### src/design/lsu_pkg.sv
// Load/store issue types
package lsu_pkg;

	// Integer data and address width
	localparam int XLEN = 64;

	// Physical register tag width
	localparam int TAG_W = 6;

	// Physical register count
	localparam int NUM_PREG = 1 << TAG_W;

	typedef logic [XLEN-1:0] xlen_t;
	typedef logic [TAG_W-1:0] phy_tag_t;

	// Load micro-op from dispatch, one-hot opcode bits first
	typedef struct packed {
		logic lb;
		logic lh;
		logic lw;
		logic ld;
		logic lbu;
		logic lhu;
		logic lwu;
		xlen_t imm;
		phy_tag_t rd;
		phy_tag_t rs1;
	} lu_uop_t;

	// Store micro-op from dispatch
	typedef struct packed {
		logic sb;
		logic sh;
		logic sw;
		logic sd;
		xlen_t imm;
		phy_tag_t rs1;
		phy_tag_t rs2;
	} su_uop_t;

	// Load unit packet
	typedef struct packed {
		logic width_b;
		logic width_h;
		logic width_w;
		logic width_d;
		phy_tag_t rd;
		xlen_t addr;
		logic is_unsigned;
	} lu_exe_t;

	// Store unit packet
	typedef struct packed {
		logic width_b;
		logic width_h;
		logic width_w;
		logic width_d;
		xlen_t addr;
		xlen_t data;
	} su_exe_t;

endpackage
### src/design/lu_issue_buffer.sv
// Load issue buffer
`timescale 1ns/1ps

module lu_issue_buffer #(
	parameter int LU_DEPTH = 8
) (
	input  logic                                    CLK,
	input  logic                                    arst_n,
	// Dispatch side
	input  logic                                    lu_push,
	input  lsu_pkg::lu_uop_t                        lu_push_uop,
	output logic                                    lu_full,
	// Release from issue
	input  logic                                    lu_pop,
	input  logic [$clog2(LU_DEPTH)-1:0]             lu_pop_index,
	// Slot contents towards issue
	output logic [LU_DEPTH-1:0]                     lu_slot_valid,
	output lsu_pkg::lu_uop_t [LU_DEPTH-1:0]         lu_slot_uop
);

	typedef logic [$clog2(LU_DEPTH)-1:0] slot_idx_t;

	slot_idx_t free_index;
	logic      push_en;

	// Full when every slot holds a load
	assign lu_full = &lu_slot_valid;

	// Pushes into a full buffer are dropped
	assign push_en = lu_push & ~lu_full;

	// Lowest free slot
	// scan runs downward so the last hit is the lowest index
	always_comb begin
		free_index = '0;
		for (int i = LU_DEPTH - 1; i >= 0; i--) begin
			if (!lu_slot_valid[i]) begin
				free_index = slot_idx_t'(i);
			end
		end
	end

	// Allocation bits
	// push targets a free slot and pop an allocated one, so both may hit in one cycle
	always_ff @(posedge CLK or negedge arst_n) begin
		if (!arst_n) begin
			lu_slot_valid <= '0;
		end else begin
			if (push_en) begin
				lu_slot_valid[free_index] <= 1'b1;
			end
			if (lu_pop) begin
				lu_slot_valid[lu_pop_index] <= 1'b0;
			end
		end
	end

	// Slot payload, stays in place until released
	always_ff @(posedge CLK) begin
		if (push_en) begin
			lu_slot_uop[free_index] <= lu_push_uop;
		end
	end

endmodule

### config.mk
export PLATFORM = sky130hd
export DESIGN_NAME = lu_issue_buffer
export DESIGN_NICKNAME = d
export VERILOG_FILES = /design/src/design/lsu_pkg.sv /design/src/design/lu_issue_buffer.sv
export SDC_FILE = /design/constraint.sdc
export NUM_CORES = 1
export LEC_CHECK = 0
export BUFFER_PORTS_ARGS = -buffer_cell sky130_fd_sc_hd__buf_2
export CAP_MARGIN = 25
export CORE_AREA = 4 4 296 298
export DETAILED_ROUTE_END_ITERATION = 7
export DIE_AREA = 0 0 300 302
export PLACE_DENSITY = 0.56
export SETUP_SLACK_MARGIN = 0.02
export SLEW_MARGIN = 20
export SYNTH_ARGS = -nofsm -noshare
export SYNTH_HDL_FRONTEND = slang
export SYNTH_SLANG_ARGS = --single-unit
export TNS_END_PERCENT = 10
### constraint.sdc
create_clock -name CLK -period 19.8 [get_ports CLK]
set_input_delay 1.98 -clock CLK [delete_from_list [all_inputs] [get_ports CLK]]
set_output_delay 1.98 -clock CLK [all_outputs]
set_load 0.005 [all_outputs]
# == After elaboration in Yosys (flattened, before gate mapping) ==
# Index checks and enable logic that the tools add are counted.
# totals
register_bits,672
inputBits,90
wordCells,110
# op_classes
order_cmp,4
muxes,17
bitwise_logic,5
reduce_logical,3
# op_table
op,count
$bwmux W664,1
$demux W83 S3,1
$mux W83,1
$mux W3,8
$mux W8,2
$and A8 B8 Y8,1
$lt A3 B4 Y1 const B,2
$not A8 Y8,1
$or A8 B8 Y8,1
$reduce_and A8 Y1,1
$demux W1 S3,2
$ge A3 B1 Y1 const B,2
$logic_and A1 B1 Y1,2
$mux W1,2
$and A1 B1 Y1,1
$not A1 Y1,1

# == Longest topological paths before layout ==
# depth
ltp_word,16
ltp_mapped,5
mapped_depth_nobuf,4

# == Least setup slack after synthesis ==
# Ideal clock, no wire load.
# synth_path
path_type,input to register
start,input port lu_push
end,"register lu_slot_uop[415] (netlist bit), enable pin"
setup_time_ns,0.648
arrival_time_ns,8.352
t_required_ns,19.152
setup_slack_ns,10.800
path_stages,3
n_path_buf,0
path_cell_list,and3_1 > nand2_1 > a211oi_1
# synth_via
elab_chain_cells,1
# synth_lines
item,line,text
from (decl),lu_issue_buffer.sv:10,"input logic lu_push,"
$and A1 B1 Y1,lu_issue_buffer.sv:30,assign push_en = lu_push & ~lu_full;
"to (signal, indexed assignment)",lu_issue_buffer.sv:61,lu_slot_uop[free_index] <= lu_push_uop;
to (decl),lu_issue_buffer.sv:18,output lsu_pkg::lu_uop_t [LU_DEPTH-1:0] lu_slot_uop
# No other way between the ends.
# A chain may end at the register's enable or synchronous reset.

# == Final worst setup path ==
# layout_path
start,input port lu_push
end,"register lu_slot_uop[529] (netlist bit), enable pin"
# Same word-level chain as after synthesis.

==> out/qor.txt <==
vias in the first global route - 11370
Starting Density - 24.05%
Final GP Congestion - 0.7814
Mapped Cells - 721
CTS tree - yes
HP Class - flip-flop to flip-flop
Post-synth EDFFs - 664
dpl cell area - 25840 µm²
routed wire length - 58310 µm
CTS buffer count - 71
post-cts resize count - 0
row count - 107
DRC violations left - 0
Filler Cells Inserted - 8189
first-pass GRT wire length - 80300 µm
Setup crit end kind - flip-flop
via count - 10810
die area - 90600 µm²
HPWL after DPL - 39430 µm
Peak VDD IR - 81.77 µV
RSZ-0062 raised after global routing - no
share of the synthesized area in the top cell type - 97.66%
worst rel slew slack - 41.91%
#FFs+latches synth - 672
routed vias/inst - 3.898
number of hold violations in the final report - 0
GRT Total Usage - 12.03%
Area contributors post-synth - edfxtp_1 (98%), dfrtp_1 (0.98%), nor2_1 (0.15%)
per-cell routed wire length - 21.03 µm
die height - 302 µm
cell area after layout - 28210 µm²
1st-pass router iterations - 5
static leakage - 10.45 nW
Worst EP required - 20000 ps
Setup CP Type - input pin to flip-flop
Layout area overhead - 38.17%
Nets - 1660
Final min period - 4051 ps
register area share after synthesis - 98.64%
PD cells - 116.9 nW/µm²
worst slew pin tran - 871.4 ps
r2r endpoint - lu_slot_uop[490]$_DFFE_PP_
distinct cell type count after synthesis - 26
largest net degree at the start of global routing - 48
Max-Cap Viols - 0
Core Footprint - 84880 µm²
initial antenna violation count - 4
PortBufs - 762
Starting DRT DRC Count - 720
CP Launch Point - lu_push
total gr overflow - 0
Worst-Skew Late Latency - 600 ps
share of layout cells above drive strength 1 - 54.46%
final slew viol count - 0
most instantiated cells after synthesis - edfxtp_1 (664), dfrtp_1 (8), nor2_1 (8), nand2_1 (6), a21oi_1 (4)
ANT nets after route - 0
worst-case reg-to-reg path depth - 6
Tcrit/Tclk final - 20.46%
hold buffers post-CTS - 0
syn nets - 811
hold path depth - 2
H-tree lvl count - 3
clock sink total - 672
Syn Area/Cell - 28.32 µm²
reg2reg setup slack - 16430 ps
clock-pin slew on the worst setup and hold paths - 60 ps
Synth warnings - 0
skew final - 18.04 ps
Worst Path Arrival - 4250 ps
I/O Pins - 763
Die Wd - 300 µm
Post-CTS Setup Bufs - 0
Async SR Flop Fraction - 1.190%
Critical Path Source Type - input pin
Top FF cell, synth - edfxtp_1
status - finished clean
reg2reg start - lu_slot_valid[0]$_DFF_PN0_
top-count cell post-synth - edfxtp_1
Critical Path Sink - lu_slot_uop[529]$_DFFE_PP_
synthesized cell area - 20420 µm²
CP max FO - 48
Setup Total Neg Slack - 0 ps
Final setup viols - 0
cell taking the most area after synthesis - edfxtp_1
clock tree buffer depth - 3
Pwr Total - 3.298 mW
CTS Root Cell - clkbuf_16
Max Clock Freq - 0.2469 GHz
-- cell families (layout without fill, tap and decap cells) --
| logic type | count (synthesis) | count (layout) | synth area share (%) |
|---|---|---|---|
| AO/OA/AOI/OAI | 16 | 16 | 0.5577 |
| flip-flops | 672 | 672 | 98.64 |
| buffers and inverters | 4 | 910 | 0.07964 |
| AND/OR/NAND/NOR | 29 | 29 | 0.7231 |
| other | 0 | 2 | 0 |
-- cell usage in the layout, fill, tap and decap left out, types with 3 or more instances in the layout --
master and count:
clkinv_1 17, clkbuf_1 14, bufinv_16 7, clkinvlp_4 4
edfxtp_1 664, nand2_1 6, buf_4 16, clkinv_2 7
nand3_1 3, nor2_1 5, dfrtp_1 8, clkbuf_16 74
buf_2 762, a21oi_1 4, nor2_4 3
-- sequential cells by signal, summed over array words and instances, names as in the netlist --
register and count:
lu_slot_uop 664, lu_slot_valid 8
-- stage by stage --
stage | instances | utilization [%] | hold slack, ps | setup WS [ps]
CTS | 2771 | 33.23 | 598.2 | 15750
detailed placement | 2641 | 30.44 | 559.3 | 15100
global route | 2772 | 33.23 | 626.1 | 15620
floorplan | 721 | - | 513.3 | 10800
finish | 2773 | 33.24 | 593.8 | 15750
global placement | 2641 | 30.44 | 543.1 | 15110
-- cell type report --
| type | count | area, µm² | share of cell area [%] |
|---|---|---|---|
| inverters | 2 | 7.507 | 0.02661 |
| clock inverters | 40 | 432.9 | 1.535 |
| clock buffers | 90 | 1932 | 6.848 |
| multi-input cells | 45 | 327.8 | 1.162 |
| diodes | 2 | 5.005 | 0.01774 |
| flip-flops and latches | 672 | 20140 | 71.39 |
| repair buffers | 778 | 3934 | 13.94 |
| well taps | 1144 | 1431 | 5.074 |
-- how the worst min path moves through the flow --
stage                          startpoint                    endpoint  slack (ps)
2_1_floorplan  lu_slot_valid[7]$_DFF_PN0_  lu_slot_valid[7]$_DFF_PN0_         510
3_3_place_gp   lu_slot_valid[7]$_DFF_PN0_  lu_slot_valid[7]$_DFF_PN0_         540
3_5_place_dp   lu_slot_valid[7]$_DFF_PN0_  lu_slot_valid[7]$_DFF_PN0_         560
4_1_cts        lu_slot_valid[7]$_DFF_PN0_  lu_slot_valid[7]$_DFF_PN0_         600
5_1_grt        lu_slot_valid[6]$_DFF_PN0_  lu_slot_valid[6]$_DFF_PN0_         630
6_report       lu_slot_valid[7]$_DFF_PN0_  lu_slot_valid[7]$_DFF_PN0_         590
-- where the power goes --
group          switching (mW)  leakage [nW]  internal (mW)  total [mW]
registers              0.0303          6.11           1.69        1.72
clock network           0.542          1.14          0.789        1.33
logic                   0.172          3.20         0.0744       0.246
-- worst max-delay path, cell delays in order --
cell      delay (ps)
buf_2            150
a21boi_1         190
or3b_1           450
nor3_4           130
buf_4            490
buf_4            740
-- layer usage --
layer | vias up | GRT usage (%) | wire [µm]
met5 | - | 0 | 27
met4 | 4 | 4.379 | 1753
met3 | 108 | 4.852 | 5731
met2 | 557 | 20.45 | 29240
met1 | 5497 | 13.75 | 21570
li1 | 4644 | - | -
No activity file was read; power rests on OpenSTA's default activity.
