`src/design/lsu_pkg.sv`:
```
// Load/store issue types
package lsu_pkg;

	// Integer data and address width
	localparam int XLEN = 64;

	// Physical register tag width
	localparam int TAG_W = 6;

	// Physical register count
	localparam int NUM_PREG = 1 << TAG_W;

	typedef logic [XLEN-1:0] xlen_t;
	typedef logic [TAG_W-1:0] phy_tag_t;

	// Load micro-op from dispatch, one-hot opcode bits first
	typedef struct packed {
		logic lb;
		logic lh;
		logic lw;
		logic ld;
		logic lbu;
		logic lhu;
		logic lwu;
		xlen_t imm;
		phy_tag_t rd;
		phy_tag_t rs1;
	} lu_uop_t;

	// Store micro-op from dispatch
	typedef struct packed {
		logic sb;
		logic sh;
		logic sw;
		logic sd;
		xlen_t imm;
		phy_tag_t rs1;
		phy_tag_t rs2;
	} su_uop_t;

	// Load unit packet
	typedef struct packed {
		logic width_b;
		logic width_h;
		logic width_w;
		logic width_d;
		phy_tag_t rd;
		xlen_t addr;
		logic is_unsigned;
	} lu_exe_t;

	// Store unit packet
	typedef struct packed {
		logic width_b;
		logic width_h;
		logic width_w;
		logic width_d;
		xlen_t addr;
		xlen_t data;
	} su_exe_t;

endpackage
```
`src/design/su_issue_fifo.sv`:
```
// Store issue FIFO
`timescale 1ns/1ps

module su_issue_fifo #(
	parameter int SU_DEPTH = 4
) (
	input  logic             CLK,
	input  logic             arst_n,
	// Dispatch side
	input  logic             su_push,
	input  lsu_pkg::su_uop_t su_push_uop,
	output logic             su_full,
	// Head towards issue
	input  logic             su_pop,
	output logic             su_empty,
	output lsu_pkg::su_uop_t su_head_uop
);

	localparam int AW = $clog2(SU_DEPTH);

	// Extra MSB tells a wrapped pointer apart
	typedef logic [AW:0] fifo_ptr_t;

	lsu_pkg::su_uop_t mem [SU_DEPTH];
	fifo_ptr_t        wr_ptr;
	fifo_ptr_t        rd_ptr;
	logic             push_en;
	logic             pop_en;

	assign su_empty = (wr_ptr == rd_ptr);
	// Same address, opposite lap
	assign su_full  = (wr_ptr[AW] != rd_ptr[AW]) && (wr_ptr[AW-1:0] == rd_ptr[AW-1:0]);

	assign push_en = su_push & ~su_full;
	assign pop_en  = su_pop & ~su_empty;

	// Oldest store always presented
	assign su_head_uop = mem[rd_ptr[AW-1:0]];

	always_ff @(posedge CLK or negedge arst_n) begin
		if (!arst_n) begin
			wr_ptr <= '0;
			rd_ptr <= '0;
		end else begin
			if (push_en) begin
				wr_ptr <= wr_ptr + 1'b1;
			end
			if (pop_en) begin
				rd_ptr <= rd_ptr + 1'b1;
			end
		end
	end

	// Entry storage
	always_ff @(posedge CLK) begin
		if (push_en) begin
			mem[wr_ptr[AW-1:0]] <= su_push_uop;
		end
	end

endmodule

```
`config.mk`:
```
export PLATFORM = sky130hd
export DESIGN_NAME = su_issue_fifo
export DESIGN_NICKNAME = d
export VERILOG_FILES = /design/src/design/lsu_pkg.sv /design/src/design/su_issue_fifo.sv
export SDC_FILE = /design/constraint.sdc
export NUM_CORES = 1
export LEC_CHECK = 0
export ABC_AREA = 1
export BUFFER_PORTS_ARGS = -buffer_cell sky130_fd_sc_hd__buf_2
export CAP_MARGIN = 25
export CORE_ASPECT_RATIO = 0.8
export CORE_MARGIN = 4
export CORE_UTILIZATION = 38
export CTS_CLUSTER_SIZE = 28
export DETAILED_ROUTE_END_ITERATION = 10
export GPL_TIMING_DRIVEN = 0
export SYNTH_ARGS = -nofsm -noshare
export SYNTH_HDL_FRONTEND = slang
export SYNTH_SLANG_ARGS = --single-unit
```
`constraint.sdc`:
```
create_clock -name CLK -period 5.5 [get_ports CLK]
set_input_delay 0.275 -clock CLK [delete_from_list [all_inputs] [get_ports CLK]]
set_output_delay 0.275 -clock CLK [all_outputs]
set_load 0.005 [all_outputs]
```
Word level (Yosys, flattened, before mapping)
Memories as Yosys holds them, arrays and structs flattened. Index checks and enable logic that the tools add are counted.

Flip-flop bits (word level): 6. Bits in latches: 0. RAM bits: 320. Bits in read-only memories: 0. Bits of input ports: 84. Output and inout bits: 82. Word-level logic and storage cells: 15. Memories kept: 1.

Memories: mem (words 4, bits a word 80, rd ports 1, clocked after Yosys merged registers in 0, write ports 1, RTL line su_issue_fifo.sv:24) `lsu_pkg::su_uop_t mem [SU_DEPTH];`.

Add/subtract/negate cells: 2. Multipliers: 0. Div/mod/pow operators: 0. Order comparisons: 0. Eq/ne operators: 3. Shift-type cells: 0. Muxes and demuxes: 2. Bitwise operators: 4. Reductions and logical operators: 1.

Operators by type and width (number): $add 3x1->3 const B (2); $eq 3x3->1 (1); $and 1x1->1 (2); $eq 2x2->1 (1); $mux 1 (2); $not 1->1 (2); $logic_and 1x1->1 (1); $ne 1x1->1 (1).

Depth between registers and ports, before layout
Gate-level depths: netlist of run 1.

Word-level depth: 6. Gate-level depth with buffers: 8. Depth with buffers taken out: 7.

Worst setup path after synthesis of run 1
OpenSTA, ideal clock, no wires.

Kind: register to register. From: reg rd_ptr[0]. To: mem mem[0][0] (netlist bit), enable pin. Setup time: 0.519 ns. Data arrival time: 4.295 ns. Required time: 4.981 ns. Setup slack: 0.686 ns. Stages on the path, launching flop included: 8. Buffers on the path: 2. Period minus slack after synthesis: 4.814 ns. Path through: dfrtp_1 buf_6 buf_6 nand2_2 nand2_4 nand3_4 nand2_2 nor2_1.

Cells in the longest elaborated chain, start to end: 6.

Ends and longest elaborated chain: start, declared (RTL line su_issue_fifo.sv:26) `fifo_ptr_t rd_ptr;`; start signal, assigned (RTL line su_issue_fifo.sv:49) `rd_ptr <= rd_ptr + 1'b1;`; $eq 2x2->1 (RTL line su_issue_fifo.sv:32) `assign su_full = (wr_ptr[AW] != rd_ptr[AW]) && (wr_ptr[AW-1:0] == rd_ptr[AW-1:0]);`; $logic_and 1x1->1 (RTL line su_issue_fifo.sv:32); $not 1->1 (RTL line su_issue_fifo.sv:34) `assign push_en = su_push & ~su_full;`; $and 1x1->1 (RTL line su_issue_fifo.sv:34); $mux 1 (RTL line su_issue_fifo.sv:56) `if (push_en) begin`; $mux 1 (not written as such) (RTL line su_issue_fifo.sv:57) `mem[wr_ptr[AW-1:0]] <= su_push_uop;`; end, declared (RTL line su_issue_fifo.sv:24).

Every way passes these cells.

Worst setup path in the final report of run 1
From: reg rd_ptr[0]. To: mem mem[0][30] (netlist bit), enable pin.

The elaborated chain is that of the path after synthesis.

==> results of run 1 <==
## flip-flops by register name, summed over array words and instances (netlist names)
| signal | count |
|---|---|
| wr_ptr | 3 |
| rd_ptr | 3 |
| mem | 320 |
## metal layers
| metal | routed length [µm] | up-vias | share of wire |
|---|---|---|---|
| met5 | 0 | - | 0 |
| met4 | 486 | 0 | 0.016 |
| met3 | 2240 | 39 | 0.074 |
| met2 | 14300 | 258 | 0.47 |
| met1 | 13400 | 3794 | 0.44 |
| li1 | - | 3720 | - |
## placed cells by master (no fill, tap or decap), types with 4 or more instances in the layout
cell type and n:
clkbuf_1 26, nand3_1 6, inv_1 8, ha_1 5
dfrtp_1 6, clkinv_1 4, buf_4 8, edfxtp_1 320
o21ai_0 149, clkinv_2 6, buf_12 6, o21ai_1 11
o22ai_1 80, clkbuf_16 37, nor2_1 160, buf_16 4
nand2_1 22, dlygate4sd3_1 81, buf_2 190
## cell families (layout without fill, tap and decap cells)
group           Yosys count  count (layout)  synth area share
other cells               0               1                 0
compound gates          240             240             0.106
buf+inv                  65             382            0.0270
simple gates            196             196            0.0639
fa+ha+maj                 5               5           0.00510
xor+xnor                  2               2           0.00204
flops                   326             326             0.796
## power groups by stage
stage	sequential (mW)	clock (mW)	combinational, mW
6_report	3.41	2.14	2.94
3_3_place_gp	3.58	0	2.77
2_1_floorplan	3.50	0	1.54
5_1_grt	3.44	2.32	3.25
4_1_cts	3.41	2.19	2.99
3_5_place_dp	3.46	0	2.93
## worst max path at each step
stage | cells past startpoint | slack, ps | end
after floorplan | 7 | 690 | mem[0][0]
final | 9 | 2790 | mem[0][30]
after global routing | 9 | 2640 | mem[0][37]
after global placement | 7 | -2450 | mem[0][13]
after detailed placement | 9 | 2740 | mem[0][24]
after CTS | 9 | 2730 | mem[0][37]
## area by class of cell
| cell class | count | area (µm²) | share of cell area |
|---|---|---|---|
| antenna | 1 | 2.50 | 0.000159 |
| buffer | 52 | 280 | 0.0178 |
| clock buffer | 48 | 967 | 0.0615 |
| clock inverter | 13 | 72.6 | 0.00462 |
| inverter | 13 | 53.8 | 0.00342 |
| multi-input combinational | 443 | 2190 | 0.140 |
| sequential | 326 | 9760 | 0.621 |
| tap | 420 | 526 | 0.0334 |
| timing repair buffer | 256 | 1870 | 0.119 |
## worst max-delay path, delay by kind of cell (launching register included)
family	cells	cell delay, ps
buffers and inverters	4	850
flip-flops	1	390
AND/OR/NAND/NOR	5	1130
## what timing repair did
item                                   4_1_cts  5_1_grt
hold buffers                                81        0
setup buffers                                0        0
endpoints found under the hold margin      326        0
## per-stage QoR
| step | util | std cells | power, mW | hold WS (ps) | area [µm²] |
|---|---|---|---|---|---|
| after global routing | 0.497 | 1572 | 9.01 | 35.7 | 15700 |
| final | 0.497 | 1572 | 8.49 | 36.3 | 15700 |
| after detailed placement | 0.438 | 1429 | 6.39 | 108 | 13900 |
| after floorplan | - | 834 | 5.03 | -20.6 | 12300 |
| after CTS | 0.497 | 1571 | 8.59 | 12.3 | 15700 |
| after global placement | 0.430 | 1419 | 6.35 | 107 | 13600 |
==> results.yml, run 1 <==
grt:
  grt_start_max_net_pins: 49
  grt.met3_usage: 0.0417
  grt_antenna_before_repair: 1
  grtUsageMet1: 0.231
  grt_overflow_total: 0
  grt_first_pass_wirelength_mm: 45.9
  grt-busiest-layer: "met2"
  grt_usage: 0.168
  first_global_vias: 7836
  use_met2: 0.274
layout:
  post_route_cells_drive_above_1_share: 0.236
  area_growth_syn_to_layout_pct: 28.2
  nets: 1216
  fillers: 2739
die:
  coreArea_um2: 31600
  rows: 58
  boundaryPins: 166
  start_util: 0.388
  dieArea_um2: 35200
  die_w_um: 209
  die_y_um: 169
cts:
  numCtsBuffers: 35
  htreeDepth: 2
  post_cts_resized: 0
  cts.sinks: 326
  tritoncts: "yes"
  clk_latency_ps: 510
  cts_buffer_depth: 3
  cts.reportedPaths.clkPinSlew_ps: 60
  clock_tree.root_cell: "clkbuf_16"
critical_path:
  worstSetupEndpointType: "flop"
  cp-start-kind: "flop"
  slowest_delay_ps: 720
  reg2reg_to: "mem[0][30]"
  reg2reg_slack_ps: 2790
  r2r_cells: 9
  cp_cell_sequence: "buf_6 > buf_6 > nand2_2 > nand2_4 > nand3_4 > nand2_2 > nor2_4 > buf_12 > buf_16"
  crit_path_top_delay_cell: "nor2_4"
  critical_path_class: "reg2reg"
  critPathRequiredTime_ps: 5710
  cp-startpoint: "rd_ptr[0]"
  crit_arrival_ps: 2920
  crit_fanout: 26
  worstReg2RegStart: "rd_ptr[0]"
timing:
  setup_tns_ps: 0
  finalCriticalPeriod_ps: 2710
  hold_viol_final: 0
  worst_slew_pin_slew_ps: 918
  grt_setup_unrepaired: "no"
  finalSetupViolCount: 0
  slew_headroom: 0.386
  setup_ws_ps: 2790
  max_clock_freq_ghz: 0.369
  drv_slew: 0
  period_share: 0.492
  fin_skew_ps: 7.98
power:
  internal-power_mw: 5.57
  p_sw_frac: 0.345
  powerDensity_nw_per_um2: 540
  p_comb_frac: 0.346
  clkPwrFrac: 0.252
  p_leak_nw: 5.59
  p_sw_mw: 2.93
  seqPwrFrac: 0.401
  peakVddDrop_mv: 0.280
placement:
  pre_cts_ws_ps: 2740
  numPortBuffers: 165
  gp_congestion: 0.720
  hpwlAfterDp_mm: 18.4
logic_synthesis:
  synth-seq-area-share: 0.796
  syn_area_um2: 12300
  netlist_instances: 834
  synth-async-reset-ratio: 0.0184
  synthMostInstantiatedCell: "edfxtp_1"
  synthFlopType: "edfxtp_1"
  avgSynthCellArea_um2: 14.7
  ys_types: 22
  ys_top_cells_by_count: "edfxtp_1 (320), nor2_1 (163), o21ai_0 (149)"
  yosys_register_bits: 326
  synth_top_area_share: 0.784
  synth_nets: 923
  ys_warn_count: 0
  yosysTopAreaCell: "edfxtp_1"
  synth_edf_count: 320
  synth_area_leaders: "edfxtp_1 (78%), o21ai_0 (6.1%), nor2_1 (5.0%)"
worst_hold_path:
  hold_path.startpoint: "su_pop"
  hold_depth: 3
  hold_path.class: "in2reg"
  worstHoldEndpoint: "rd_ptr[2]"
routing:
  antenna_left: 0
  via_per_inst: 4.97
  route.vias.total: 7811
  drtIter0Drc: 669
  wirelength_mm: 30.4
  wl_per_cell_um: 19.3
  dr.pass1.iters: 5
  drc_errors: 0
run_status:
  status: "finished, final reports clean"
flow_run:
  max-cap-violations: 0
Note: power is estimated with default switching activity, not from simulation.
==> run 2: changes to the inputs <==
clock period = 2.7 ns   (was 5.5 ns; I/O delays follow)
==> run 2 against run 1 <==
Compared with the run above: utilization up 0.46 points; register-to-register slack worse by 2600 ps; clock-buffer cell count down 3; critical path type is now reg2out; critical endpoint is now su_head_uop[7]; largest cell class unchanged; largest power group unchanged; highest routed layer unchanged.
==> results.yml, run 2 (same netlist as run 1, synthesis figures left out) <==
run_status:
  status: "finished, final reports clean"
timing:
  finalCriticalPeriod_ps: 2480
  hold_slack_ps: 376
  grt_setup_unrepaired: "no"
  slew_headroom: 0.549
  fin_skew_ps: 12.4
  period_share: 0.919
  finalSetupViolCount: 0
  hold_viol_final: 0
  worst_slew_pin_slew_ps: 675
  setup_ws_ps: 219
  drv_slew: 0
  max_clock_freq_ghz: 0.403
routing:
  drc_errors: 0
  antenna_left: 0
  via_per_inst: 4.99
  dr.pass1.iters: 5
  drtIter0Drc: 650
  wirelength_mm: 29.9
  route.vias.total: 7876
  wl_per_cell_um: 18.9
placement:
  gp_congestion: 0.732
  hpwlAfterDp_mm: 18.2
  numPortBuffers: 165
  pre_cts_ws_ps: 101
  place_area_um2: 13900
power:
  p_leak_nw: 5.65
  p_sw_mw: 5.91
  p_sw_frac: 0.336
  seqPwrFrac: 0.395
  powerDensity_nw_per_um2: 1110
  power.total_mw: 17.6
  clkPwrFrac: 0.264
  internal-power_mw: 11.7
  p_comb_frac: 0.340
  peakVddDrop_mv: 0.737
die:
  boundaryPins: 166
  start_util: 0.388
  coreArea_um2: 31600
  dieArea_um2: 35200
  rows: 58
  die_w_um: 209
  die_y_um: 169
cts:
  tritoncts: "yes"
  cts.sinks: 326
  cts.reportedPaths.clkPinSlew_ps: 60
  cts_setup_buffers: 0
  numCtsBuffers: 35
  post_cts_resized: 0
  clk_latency_ps: 510
  cts_buffer_depth: 3
  clock_tree.root_cell: "clkbuf_16"
  htreeDepth: 2
critical_path:
  crit_arrival_ps: 2350
  critPathTopFamily: "buffers and inverters"
  critPathRequiredTime_ps: 2570
  reg2reg_to: "mem[2][18]"
  worstReg2RegStart: "rd_ptr[0]"
  r2r_cells: 9
  slowest_delay_ps: 420
  cp_cell_sequence: "buf_2 > inv_2 > clkbuf_2 > o21ai_0 > o22ai_1 > buf_2"
  cp.buffers_inverters: 4
  crit_path_top_delay_cell: "dfrtp_1"
  reg2reg_slack_ps: 230
  worstSetupEndpointType: "output pin"
  cp_common_cell: "buf_2"
  critical_path_class: "reg2out"
  cp-start-kind: "flop"
  crit_fanout: 10
layout:
  fin_area_um2: 15900
  fillers: 2751
  area_growth_syn_to_layout_pct: 29.4
  final_cell_mix: "edfxtp_1 (320), buf_2 (190), nor2_1 (160), o21ai_0 (149), dlygate4sd3_1 (84)"
  largest_reg_flops: 320
  post_route_cells_drive_above_1_share: 0.238
  nets: 1221
  final_common_cell: "edfxtp_1"
worst_hold_path:
  hold_depth: 2
  worstHoldEndpoint: "mem[0][25]"
  hold_path.class: "in2reg"
  hold_path.startpoint: "su_push_uop[25]"
flow_run:
  max-cap-violations: 0
grt:
  grt_overflow_total: 0
  grt_first_pass_wirelength_mm: 45.7
  first_global_vias: 7879
  grt_usage: 0.165
  grt_antenna_before_repair: 1
  grt_start_max_net_pins: 34
-- run 2: worst max-delay path by stage --
stage	from	to	depth (start not counted)
after global routing	rd_ptr[1]	su_head_uop[3]	6
final	rd_ptr[1]	su_head_uop[7]	6
after global placement	rd_ptr[0]	mem[0][31]	7
after CTS	rd_ptr[0]	mem[1][20]	9
after floorplan	rd_ptr[0]	mem[0][0]	7
after detailed placement	rd_ptr[0]	mem[1][36]	9
-- run 2: routing by layer --
layer | share of wire | global-route usage | vias up | wire length (µm)
li1 | - | - | 3744 | -
met1 | 0.45 | 0.237 | 3811 | 13300
met2 | 0.46 | 0.260 | 270 | 13800
met3 | 0.071 | 0.0345 | 51 | 2140
met4 | 0.020 | 0.0437 | 0 | 601
met5 | 0 | 0 | - | 0
-- run 2: power by group through the flow --
stage          clock (mW)  combinational (mW)  sequential [mW]
3_5_place_dp            0                5.94             7.04
6_report             4.65                5.98             6.94
5_1_grt              5.01                6.63             7.01
3_3_place_gp            0                5.63             7.17
4_1_cts              4.77                6.05             6.94
2_1_floorplan           0                3.15             7.06
-- run 2: cell type report --
class,count,area [µm²],share of cell area
Tap cell,420,526,0.0331
Buffer,52,280,0.0177
Multi-Input combinational cell,444,2200,0.139
Sequential cell,326,9760,0.615
Timing Repair Buffer,260,1920,0.121
Antenna cell,1,2.50,0.000158
Inverter,13,55.1,0.00347
Clock inverter,17,151,0.00954
Clock buffer,45,976,0.0615
-- run 2: what timing repair did --
item / CTS / global route
endpoints found under the setup margin: 0 / 17
hold buffers: 84 / 0
endpoints found under the hold margin: 331 / 0
-- run 2: stage by stage --
step / TNS, ps / utilization / instances
detailed placement: 0 / 0.439 / 1430
global placement: -717720 / 0.431 / 1419
floorplan: -187370 / - / 834
global route: 0 / 0.502 / 1578
finish: 0 / 0.502 / 1578
CTS: 0 / 0.501 / 1576
-- run 2: worst reg2reg max path, stage by stage (launching register included) --
cell     delay (ps)
dfrtp_1         390
buf_6           180
buf_6           190
nand2_2          90
nand2_4          70
nand3_4         120
nand2_2         200
nor2_4          480
buf_16          240
buf_12          200
==> run 3: changes to the inputs <==
CORE_ASPECT_RATIO = 0.9   (was 0.8)
==> run 3 against run 2 <==
Compared with the run above: combinational power hardly changed; total power barely moved; cell count decreased by 0.38%; final area is 0.20% lower; first-iteration DRC count fell by 32%; fmax increased by 1.2%; non-clock buffer count did not move; global-route usage grew 0.55 points; register-to-register slack gained 20 ps; highest routed layer unchanged; largest cell class unchanged; routed wire length is 3.2% higher; critical path type unchanged; via count about the same; sequential cell count unchanged.
==> results.yml, run 3 (same netlist as run 1, synthesis figures left out) <==
layout:
  num_antenna_cells: 0
  nets: 1223
  fillers: 2748
  area_growth_syn_to_layout_pct: 29.1
  final_common_cell: "edfxtp_1"
  post_route_cells_drive_above_1_share: 0.237
  largest_reg_flops: 320
  fin_area_um2: 15800
  final_cell_mix: "edfxtp_1 (320), buf_2 (190), nor2_1 (160), o21ai_0 (149), dlygate4sd3_1 (84)"
flow_run:
  max-cap-violations: 0
grt:
  grt_overflow_total: 0
  first_global_vias: 7937
  grt_antenna_before_repair: 0
  grt_start_max_net_pins: 31
  grt_usage: 0.171
  grt_first_pass_wirelength_mm: 45.9
timing:
  hold_slack_ps: 374
  drv_slew: 0
  slew_headroom: 0.504
  finalCriticalPeriod_ps: 2450
  fin_skew_ps: 11.9
  max_clock_freq_ghz: 0.408
  worst_slew_pin_slew_ps: 744
  period_share: 0.908
  hold_viol_final: 0
  finalSetupViolCount: 0
  grt_setup_unrepaired: "no"
die:
  dieArea_um2: 35200
  start_util: 0.385
  boundaryPins: 166
  rows: 62
  coreArea_um2: 31900
  die_y_um: 178
  die_w_um: 197
cts:
  numCtsBuffers: 35
  cts.sinks: 326
  clk_latency_ps: 510
  clock_tree.root_cell: "clkbuf_16"
  cts.reportedPaths.clkPinSlew_ps: 60
  htreeDepth: 2
  tritoncts: "yes"
  cts_buffer_depth: 3
placement:
  hpwlAfterDp_mm: 18.3
  numPortBuffers: 165
  place_area_um2: 13900
  gp_congestion: 0.722
power:
  seqPwrFrac: 0.395
  powerDensity_nw_per_um2: 1110
  clkPwrFrac: 0.263
  peakVddDrop_mv: 0.657
  p_leak_nw: 5.63
  internal-power_mw: 11.6
  p_comb_frac: 0.342
  p_sw_frac: 0.338
  p_sw_mw: 5.94
routing:
  drtIter0Drc: 443
  dr.pass1.iters: 5
  antenna_left: 0
  wirelength_mm: 30.9
  drc_errors: 0
  wl_per_cell_um: 19.6
  via_per_inst: 5.01
  route.vias.total: 7875
critical_path:
  crit_fanout: 10
  cp-start-kind: "flop"
  worstSetupEndpointType: "output pin"
  crit_arrival_ps: 2320
  critical_path_class: "reg2out"
  critPathRequiredTime_ps: 2570
run_status:
  status: "finished, final reports clean"
worst_hold_path:
  hold_path.class: "in2reg"
-- run 3: cell types whose count changed in the layout (fill, tap and decap cells not counted), sizes merged --
cell and change:
clkinv -6, clkbuf +4, diode -1, nor2 +1
-- run 3: cell type report --
type / count / area, µm² / area share
Sequential cell: 326 / 9760 / 0.616
Multi-Input combinational cell: 445 / 2210 / 0.140
Timing Repair Buffer: 260 / 1910 / 0.121
Clock buffer: 49 / 971 / 0.0613
Tap cell: 416 / 520 / 0.0329
Buffer: 52 / 280 / 0.0177
Clock inverter: 10 / 121 / 0.00766
Inverter: 13 / 55.1 / 0.00348
Timing Repair inverter: 1 / 7.51 / 0.000474
-- run 3: critical path, cell delays in order, from the launching register on --
cell      delay (ps)
dfrtp_1          410
buf_2            280
inv_2            290
clkbuf_2         290
o21ai_0          130
o22ai_1          220
buf_2            170
-- run 3: worst paths after layout --
kind	start	to	slack, ps	cells past startpoint
setup / recovery	rd_ptr[1]	su_head_uop[3]	250	6
hold / removal	su_push_uop[64]	mem[0][64]	370	2
setup reg to reg	rd_ptr[0]	mem[2][30]	250	9
hold reg to reg	wr_ptr[2]	wr_ptr[2]	540	2
max in group asynchronous	arst_n	rd_ptr[0]	1870	3
min in group asynchronous	arst_n	wr_ptr[2]	590	3
-- run 3: layer usage --
layer | global-route usage | vias up | share of wire
li1 | - | 3742 | -
met1 | 0.231 | 3866 | 0.44
met2 | 0.285 | 227 | 0.48
met3 | 0.0357 | 40 | 0.061
met4 | 0.0419 | 0 | 0.018
met5 | 0 | - | 0
-- run 3: repair_timing --
item | CTS | global route
setup buffers | 0 | 0
hold buffers | 84 | 0
cloned | 1 | 2
pin swaps | 1 | 1
endpoints found under the hold margin | 332 | 0
gates resized for setup | 0 | 2
endpoints found under the setup margin | 3 | 73
-- run 3: per-stage QoR --
step | cells | utilization | worst slack, ps | power (mW) | setup TNS (ps)
finish | 1572 | 0.497 | 250 | 17.6 | 0
global route | 1572 | 0.497 | 41.9 | 18.7 | 0
CTS | 1570 | 0.496 | 15.6 | 17.8 | 0
detailed placement | 1426 | 0.435 | 14.2 | 13.0 | 0
global placement | 1415 | 0.427 | -2710 | 12.8 | -735740
floorplan | 834 | - | -781 | 10.2 | -187370
-- run 3: power groups by stage --
| stage | logic (mW) | clock network [mW] | registers, mW |
|---|---|---|---|
| floorplan | 3.15 | 0 | 7.06 |
| global placement | 5.68 | 0 | 7.17 |
| detailed placement | 5.99 | 0 | 7.05 |
| CTS | 6.13 | 4.73 | 6.94 |
| global route | 6.71 | 4.96 | 7.01 |
| finish | 6.00 | 4.62 | 6.94 |
